[src/afe_pkg.sv]
// Shared widths, reset hold time, sample types and enums, imported by every AFE module

package afe_pkg;

  //////////////////////////////////////////////////////////////////////////
  // Widths and constants
  //////////////////////////////////////////////////////////////////////////

  localparam int ADC_RAW_W       = 16;         // Raw ADC word
  localparam int SMP_W           = 14;         // Converter sample
  localparam int RST_HOLD_CYCLES = 64;         // Core reset hold after lock
  localparam int HOLD_CNT_W      = 7;          // Holds 0..RST_HOLD_CYCLES-1

  // Zero sample after sign keep and magnitude inversion
  localparam logic [SMP_W-1:0] DAC_ZERO_CODE = 14'h1FFF;

  //////////////////////////////////////////////////////////////////////////
  // Sample types
  //////////////////////////////////////////////////////////////////////////

  typedef logic        [ADC_RAW_W-1:0] adc_raw_t;   // As delivered by the ADC
  typedef logic signed [SMP_W-1:0]     sample_t;    // Two's complement
  typedef logic        [SMP_W-1:0]     dac_code_t;  // Offset binary, negative slope

  //////////////////////////////////////////////////////////////////////////
  // Enums
  //////////////////////////////////////////////////////////////////////////

  typedef enum logic [1:0] {
    WAIT_LOCK,                                 // PLL not locked, core in reset
    HOLD,                                      // Locked, waiting out the hold
    RUN                                        // Core released
  } rst_state_e;

  // Bit 0 loops DAC into ADC path, bit 1 loops raw ADC onto DAC pins
  typedef enum logic [1:0] {
    LOOP_OFF  = 2'd0,
    LOOP_ADC  = 2'd1,
    LOOP_DAC  = 2'd2,
    LOOP_BOTH = 2'd3
  } loop_mode_e;

endpackage
[src/afe_core.sv]
// Analog front end top, joins the lock-based reset control with the ADC and DAC data paths

`timescale 1ns/100ps

module afe_core (
  input  logic                adc_clk,
  input  logic                rst_i,
  input  logic                pll_locked_i,
  input  logic                adc_raw_dv_i,
  input  afe_pkg::loop_mode_e loop_mode_i,
  input  afe_pkg::adc_raw_t   adc_raw_a_i,   // Parallel ADC words
  input  afe_pkg::adc_raw_t   adc_raw_b_i,
  input  afe_pkg::sample_t    asg_a_i,       // Generator samples
  input  afe_pkg::sample_t    asg_b_i,
  input  afe_pkg::sample_t    pid_a_i,       // Controller samples
  input  afe_pkg::sample_t    pid_b_i,
  output afe_pkg::sample_t    adc_a_o,
  output afe_pkg::sample_t    adc_b_o,
  output logic                adc_dv_o,
  output afe_pkg::dac_code_t  dac_a_o,       // Converter codes
  output afe_pkg::dac_code_t  dac_b_o,
  output logic                core_rst_o
);

  import afe_pkg::*;

  logic    hold_start;     // FSM to timer
  logic    hold_done;      // Timer to FSM
  logic    core_rst;       // Reset for both data paths
  sample_t loop_dac_a;     // Saturated sums for ADC loop
  sample_t loop_dac_b;

  //////////////////////////////////////////////////////////////////////////
  // Reset control
  //////////////////////////////////////////////////////////////////////////

  lock_reset_fsm u_lock_reset_fsm (
    .adc_clk      (adc_clk     ),
    .rst_i        (rst_i       ),
    .pll_locked_i (pll_locked_i),
    .hold_done_i  (hold_done   ),
    .hold_start_o (hold_start  ),
    .core_rst_o   (core_rst    )
  );

  hold_timer u_hold_timer (
    .adc_clk (adc_clk   ),
    .rst_i   (rst_i     ),
    .start_i (hold_start),
    .done_o  (hold_done )
  );

  assign core_rst_o = core_rst;

  //////////////////////////////////////////////////////////////////////////
  // Data paths
  //////////////////////////////////////////////////////////////////////////

  adc_capture u_adc_capture (
    .adc_clk     (adc_clk     ),
    .core_rst_i  (core_rst    ),
    .loop_mode_i (loop_mode_i ),
    .raw_a_i     (adc_raw_a_i ),
    .raw_b_i     (adc_raw_b_i ),
    .raw_dv_i    (adc_raw_dv_i),
    .loop_a_i    (loop_dac_a  ),
    .loop_b_i    (loop_dac_b  ),
    .adc_a_o     (adc_a_o     ),
    .adc_b_o     (adc_b_o     ),
    .adc_dv_o    (adc_dv_o    )
  );

  dac_mixer u_dac_mixer (
    .adc_clk     (adc_clk    ),
    .core_rst_i  (core_rst   ),
    .loop_mode_i (loop_mode_i),
    .asg_a_i     (asg_a_i    ),
    .asg_b_i     (asg_b_i    ),
    .pid_a_i     (pid_a_i    ),
    .pid_b_i     (pid_b_i    ),
    .raw_a_i     (adc_raw_a_i),  // Raw words for DAC loop
    .raw_b_i     (adc_raw_b_i),
    .sat_a_o     (loop_dac_a ),
    .sat_b_o     (loop_dac_b ),
    .dac_a_o     (dac_a_o    ),
    .dac_b_o     (dac_b_o    )
  );

endmodule

[src/dac_mixer.sv]
// DAC mixer, adds generator and controller samples, saturates, and encodes for the converter

`timescale 1ns/100ps

module dac_mixer (
  input  logic               adc_clk,
  input  logic               core_rst_i,   // Synchronous core reset
  input  afe_pkg::loop_mode_e loop_mode_i,
  input  afe_pkg::sample_t   asg_a_i,      // Generator
  input  afe_pkg::sample_t   asg_b_i,
  input  afe_pkg::sample_t   pid_a_i,      // Controller
  input  afe_pkg::sample_t   pid_b_i,
  input  afe_pkg::adc_raw_t  raw_a_i,
  input  afe_pkg::adc_raw_t  raw_b_i,
  output afe_pkg::sample_t   sat_a_o,      // Saturated sum, to ADC loop
  output afe_pkg::sample_t   sat_b_o,
  output afe_pkg::dac_code_t dac_a_o,
  output afe_pkg::dac_code_t dac_b_o
);

  import afe_pkg::*;

  // Clamp a one-bit-wide sum back to sample width
  function automatic sample_t sat_smp(input logic signed [SMP_W:0] sum);
    if (sum[SMP_W] != sum[SMP_W-1])            // Top two bits differ on overflow
      return {sum[SMP_W], {(SMP_W-1){~sum[SMP_W]}}};
    else
      return sum[SMP_W-1:0];
  endfunction

  // Keep sign, invert magnitude bits
  function automatic dac_code_t enc_dac(input sample_t smp);
    return {smp[SMP_W-1], ~smp[SMP_W-2:0]};
  endfunction

  logic signed [SMP_W:0] sum_a;   // One guard bit
  logic signed [SMP_W:0] sum_b;
  logic                  dac_loop; // Raw ADC onto DAC pins
  dac_code_t             code_a;
  dac_code_t             code_b;

  //////////////////////////////////////////////////////////////////////////
  // Sum and saturate
  //////////////////////////////////////////////////////////////////////////

  assign sum_a   = asg_a_i + pid_a_i;           // Sign extended to 15 bits
  assign sum_b   = asg_b_i + pid_b_i;
  assign sat_a_o = sat_smp(sum_a);
  assign sat_b_o = sat_smp(sum_b);

  //////////////////////////////////////////////////////////////////////////
  // Encode or loop, then register
  //////////////////////////////////////////////////////////////////////////

  assign dac_loop = (loop_mode_i == LOOP_DAC) || (loop_mode_i == LOOP_BOTH);

  // Loop passes raw upper bits as they are, no encoding
  assign code_a = dac_loop ? dac_code_t'(raw_a_i[ADC_RAW_W-1 -: SMP_W]) : enc_dac(sat_a_o);
  assign code_b = dac_loop ? dac_code_t'(raw_b_i[ADC_RAW_W-1 -: SMP_W]) : enc_dac(sat_b_o);

  always_ff @(posedge adc_clk) begin
    if (core_rst_i) begin
      dac_a_o <= DAC_ZERO_CODE;                 // Converter at mid scale
      dac_b_o <= DAC_ZERO_CODE;
    end else begin
      dac_a_o <= code_a;
      dac_b_o <= code_b;
    end
  end

endmodule

[src/adc_capture.sv]
// ADC sample register, takes the upper bits of the raw words or the looped DAC sums

`timescale 1ns/100ps

module adc_capture (
  input  logic               adc_clk,
  input  logic               core_rst_i,   // Synchronous core reset
  input  afe_pkg::loop_mode_e loop_mode_i,
  input  afe_pkg::adc_raw_t  raw_a_i,
  input  afe_pkg::adc_raw_t  raw_b_i,
  input  logic               raw_dv_i,
  input  afe_pkg::sample_t   loop_a_i,     // Saturated DAC sum, channel A
  input  afe_pkg::sample_t   loop_b_i,     // Saturated DAC sum, channel B
  output afe_pkg::sample_t   adc_a_o,
  output afe_pkg::sample_t   adc_b_o,
  output logic               adc_dv_o
);

  import afe_pkg::*;

  logic    adc_loop;   // DAC sample replaces ADC
  sample_t smp_a;
  sample_t smp_b;
  logic    smp_dv;

  //////////////////////////////////////////////////////////////////////////
  // Source select
  //////////////////////////////////////////////////////////////////////////

  assign adc_loop = (loop_mode_i == LOOP_ADC) || (loop_mode_i == LOOP_BOTH);

  // Upper 14 bits of the raw word are the signed sample
  assign smp_a  = adc_loop ? loop_a_i : sample_t'(raw_a_i[ADC_RAW_W-1 -: SMP_W]);
  assign smp_b  = adc_loop ? loop_b_i : sample_t'(raw_b_i[ADC_RAW_W-1 -: SMP_W]);
  assign smp_dv = adc_loop | raw_dv_i;    // Loop streams every cycle

  //////////////////////////////////////////////////////////////////////////
  // Output register
  //////////////////////////////////////////////////////////////////////////

  always_ff @(posedge adc_clk) begin
    if (core_rst_i) begin
      adc_a_o  <= '0;
      adc_b_o  <= '0;
      adc_dv_o <= 1'b0;
    end else begin
      adc_a_o  <= smp_a;
      adc_b_o  <= smp_b;
      adc_dv_o <= smp_dv;
    end
  end

endmodule

[src/lock_reset_fsm.sv]
// Core reset control, holds the core in reset until the PLL has stayed locked for the hold time

`timescale 1ns/100ps

module lock_reset_fsm (
  input  logic adc_clk,
  input  logic rst_i,
  input  logic pll_locked_i,
  input  logic hold_done_i,    // From hold_timer
  output logic hold_start_o,   // To hold_timer, first HOLD cycle
  output logic core_rst_o      // Core reset, low only in RUN
);

  import afe_pkg::*;

  rst_state_e state_q;
  rst_state_e state_d;

  //////////////////////////////////////////////////////////////////////////
  // Next state
  //////////////////////////////////////////////////////////////////////////

  always_comb begin
    state_d = state_q;
    case (state_q)
      WAIT_LOCK: begin
        if (pll_locked_i)
          state_d = HOLD;
      end
      HOLD: begin
        // A done pulse still in flight from an aborted hold lands while
        // start is high, so it is ignored there
        if (hold_done_i && !hold_start_o)
          state_d = RUN;
      end
      RUN: begin
        state_d = RUN;
      end
      default: begin
        state_d = WAIT_LOCK;                   // Unused encoding
      end
    endcase

    // Loss of lock wins from any state
    if (!pll_locked_i)
      state_d = WAIT_LOCK;
  end

  //////////////////////////////////////////////////////////////////////////
  // State and outputs
  //////////////////////////////////////////////////////////////////////////

  always_ff @(posedge adc_clk) begin
    if (rst_i) begin
      state_q      <= WAIT_LOCK;
      hold_start_o <= 1'b0;
      core_rst_o   <= 1'b1;                    // Core held while in reset
    end else begin
      state_q      <= state_d;
      // Start the timer on every entry into HOLD
      hold_start_o <= (state_q == WAIT_LOCK) && (state_d == HOLD);
      core_rst_o   <= (state_d != RUN);        // Registered from next state
    end
  end

endmodule

[src/hold_timer.sv]
// Hold counter for the core reset, started by the reset FSM on each entry to HOLD

`timescale 1ns/100ps

module hold_timer (
  input  logic adc_clk,
  input  logic rst_i,
  input  logic start_i,   // One-cycle start, clears the count
  output logic done_o     // One-cycle pulse on the last hold count
);

  import afe_pkg::*;

  localparam logic [HOLD_CNT_W-1:0] HOLD_LAST = HOLD_CNT_W'(RST_HOLD_CYCLES - 1);

  logic [HOLD_CNT_W-1:0] cnt_q;
  logic                  run_q;   // Counting between start and done

  always_ff @(posedge adc_clk) begin
    if (rst_i) begin
      cnt_q  <= '0;
      run_q  <= 1'b0;
      done_o <= 1'b0;
    end else begin
      done_o <= 1'b0;                          // Pulse by default low
      if (start_i) begin                       // Restart wins over a running count
        cnt_q <= '0;
        run_q <= 1'b1;
      end else if (run_q) begin
        cnt_q <= cnt_q + 1'b1;
        // Count lands on HOLD_LAST at this edge
        if (cnt_q == HOLD_LAST - 1'b1) begin
          done_o <= 1'b1;
          run_q  <= 1'b0;                      // Idle until next start
        end
      end
    end
  end

endmodule

[config.mk]
export PLATFORM = sky130hd
export DESIGN_NAME = afe_core
export DESIGN_NICKNAME = d
export VERILOG_FILES = /design/src/afe_pkg.sv /design/src/afe_core.sv /design/src/dac_mixer.sv /design/src/adc_capture.sv /design/src/lock_reset_fsm.sv /design/src/hold_timer.sv
export SDC_FILE = /design/constraint.sdc
export NUM_CORES = 1
export LEC_CHECK = 0
export BUFFER_PORTS_ARGS = -buffer_cell sky130_fd_sc_hd__buf_2
export CELL_PAD_IN_SITES_DETAIL_PLACEMENT = 0
export CELL_PAD_IN_SITES_GLOBAL_PLACEMENT = 1
export CORE_MARGIN = 4
export CORE_UTILIZATION = 33
export DETAILED_ROUTE_END_ITERATION = 7
export PLACE_DENSITY_LB_ADDON = 0.1
export SETUP_SLACK_MARGIN = 0.15
export SLEW_MARGIN = 30
export SYNTH_ARGS = -nofsm -noshare
export SYNTH_HDL_FRONTEND = slang
export SYNTH_SLANG_ARGS = --single-unit
export TNS_END_PERCENT = 100
[constraint.sdc]
create_clock -name adc_clk -period 2.9 [get_ports adc_clk]
set_clock_uncertainty 0.05 [all_clocks]
set_input_delay 0.87 -clock adc_clk [delete_from_list [all_inputs] [get_ports adc_clk]]
set_output_delay 0.87 -clock adc_clk [all_outputs]
set_load 0.005 [all_outputs]
==> run metrics <==
status complete, no violations; Clk Latency, worst-skew pair 330 ps; asr flop ratio synth 0; Final HPWL DP 9720 um; Seq cells post-synth 70; maxcap violations 0; Syn Nets 624; Crit path largest cell delay 360 ps; Most common cell on crit path buf_4; Hold Path Class reg -> reg; total power draw 3000 uW; largest net degree at the start of global routing 58; CP delay by family, top compound AO/OA/AOI/OAI gates; GR Util All Layers 0.166; crit end category flip-flop; clk slew on worst S/H paths 50 ps; number of antenna diodes 0; RSZ-0062 raised after global routing yes; Syn Inst Count 498; gr ovfl total 0; Die Area 0.0147 mm^2; Clk pwr share 0.382; Multi-input gate area 0.00291 mm^2; sequential cell area fraction in the yosys report 0.332; Core Footprint 0.0126 mm^2; sw power 839 uW; synth top area cells dfxtp_1 (33%), ha_1 (8.9%), nor2_1 (6.2%), a21oi_1 (6.2%), maj3_2 (5.6%); Die Span Y 121 um; CTS Root Cell clkbuf_16; Post-synth EDFFs 0; Final min period 2690 ps; Mapped Avg Cell Area 8.47 um^2; PortBufs 147; H-tree levels 3; Fill cells 1251; Buf+Inv Stages, Crit Path 4; Peak Freq 372 MHz; # rows 41; Final Net Count 824; static leakage 0.00273 uW; Final Instance Area 0.00618 mm^2; drt via density 4.80; DRT antenna net count 0; final wirelength 12200 um; final count of hold timing violations 0; area delta synth->final 46.4%; Pint 2160 uW; CTS Buf Count 9; vias in the first global route 4101; drc violations 0; Seq pwr share 0.324; initial antenna violation count 0; DP Area 0.00576 mm^2; peak supply drop 0.219 mV; Die X 121 um; cts hold-fix bufs 0; top_reg_cell synth dfxtp_1; final setup TNS 0 ps; Worst Setup Start Kind input port; Final setup viols 0; Initial Util 0.336; final RePlAce weighted congestion 0.768; Synth area leader dfxtp_1; vias 4199; I/O pin total 152; CP required 3070 ps; drt wl/cell 14.0 um; fraction of layout cells with a size suffix above 1 0.435; number of synthesis warnings 0; Mapped Area 0.00422 mm^2; crit path kind in -> reg; share of the synthesized area in the top cell type 0.332; Least-Margin Pin Slew 605 ps; first-pass GRT wire length 19500 um; final critical-path share of the clock period 0.928; Register Area 0.00140 mm^2; initial DRC count 171; CP Data Arrival Time 2860 ps; Pwr Density 485 mW/mm^2; CTS sink cnt 70; Slew Viols, Final 0; CTS tree built; clk buf depth 2; DR pass1 iterations 4; distinct cell type count of the synthesized netlist 64; Commonest cells post-synth dfxtp_1 (70), nor2_1 (70), a21oi_1 (52), ha_1 (30), o21ai_1 (26); crit path cell chain buf_2 -> ha_4 -> buf_4 -> nand3_1 -> nand2_1 -> a41o_1 -> o21ai_2 -> a21oi_4 -> buf_4 -> buf_4 -> maj3_1 -> o21a_1; Slew Limit Headroom 0.597; switch share 0.280; critical-path maximum fanout 5; Comb pwr share 0.294; Slowest cell on crit path maj3_1
## worst register-to-register path, delay by kind of cell (launching register included)
family,cells,cell delay (ps)
AO/OA/AOI/OAI,1,160
adder cells (fa/ha/maj),1,190
flip-flops,1,390
AND/OR/NAND/NOR,2,540
## path summary, 6_finish.rpt
path / from / end / slack (ps) / depth (start not counted)
max: asg_b_i[8] / u_adc_capture.adc_b_o[2] / 210 / 12
max reg2reg: u_hold_timer.cnt_q[0] / u_hold_timer.cnt_q[6] / 1500 / 4
min: u_lock_reset_fsm.state_q[0] / u_lock_reset_fsm.hold_start_o / 410 / 1
min reg2reg: u_lock_reset_fsm.state_q[0] / u_lock_reset_fsm.hold_start_o / 410 / 1
## power groups by stage
stage | clock [uW] | combinational, uW | sequential [uW]
after floorplan | 0 | 554 | 990
after global placement | 0 | 840 | 992
after detailed placement | 0 | 853 | 992
after CTS | 1180 | 858 | 972
after global routing | 1210 | 976 | 972
final | 1140 | 881 | 972
## layout by cell type (no fill, tap or decap), drive strengths merged, types with 3 or more instances in the layout
cell type and instances:
nor2b 3, mux2i 4, a31oi 3, nand2 22, nor3b 3, xnor2 15, nand3 8, nand2b 7
buf 215, inv 17, nor2 71, nor3 10, maj3 23, o21a 16, dfxtp 70, a21o 8
o211ai 7, nand4 4, ha 30, xor2 7, a211oi 8, clkbuf 13, a211o 3, o21ai 38
or3 5, and3 3, a21oi 56
## sequential cells by signal (all words and copies together), names as in the netlist
signal	cells
u_adc_capture.adc_b_o	14
u_hold_timer.run_q	1
u_lock_reset_fsm.core_rst_o	1
u_lock_reset_fsm.state_q	2
u_lock_reset_fsm.hold_start_o	1
u_adc_capture.adc_dv_o	1
u_hold_timer.cnt_q	7
u_hold_timer.done_o	1
u_dac_mixer.dac_a_o	14
u_adc_capture.adc_a_o	14
u_dac_mixer.dac_b_o	14
## kinds of logic after synthesis
group           Yosys count  synth area share
flops                    70             0.332
simple gates            143             0.158
xor+xnor                 22            0.0457
fa+ha+maj                55             0.159
compound gates          160             0.250
buf+inv                  44            0.0457
mux                       4           0.00949
## repair_timing
action | 4_1_cts | 5_1_grt
setup buffers | 0 | 4
gates resized for setup | 1 | 12
endpoints found under the hold margin | 0 | 0
pin swaps | 0 | 9
cloned | 0 | 1
endpoints found under the setup margin | 1 | 30
## per-layer routing
metal	vias up	share of wire	track usage
met1	1908	0.47	0.219
met5	-	0	0
met4	0	0.013	0.0496
li1	2185	-	-
met3	10	0.052	0.0312
met2	96	0.47	0.276
## metrics by stage
stage | cells | utilization | hold slack (ps) | worst slack (ps)
4_1_cts | 870 | 0.484 | 405 | 185
5_1_grt | 875 | 0.492 | 429 | 125
3_3_place_gp | 854 | 0.458 | 389 | -171
3_5_place_dp | 854 | 0.458 | 396 | -222
2_1_floorplan | 498 | - | 369 | 46.2
6_report | 875 | 0.492 | 408 | 210
## layout make-up
cell class,instances,share of cell area
Clock buffer,13,0.0454
Clock inverter,3,0.00648
Tap cell,172,0.0348
Timing Repair Buffer,215,0.204
Multi-Input combinational cell,385,0.472
Inverter,17,0.0103
Sequential cell,70,0.227
Power figures use the tool's default switching activity.
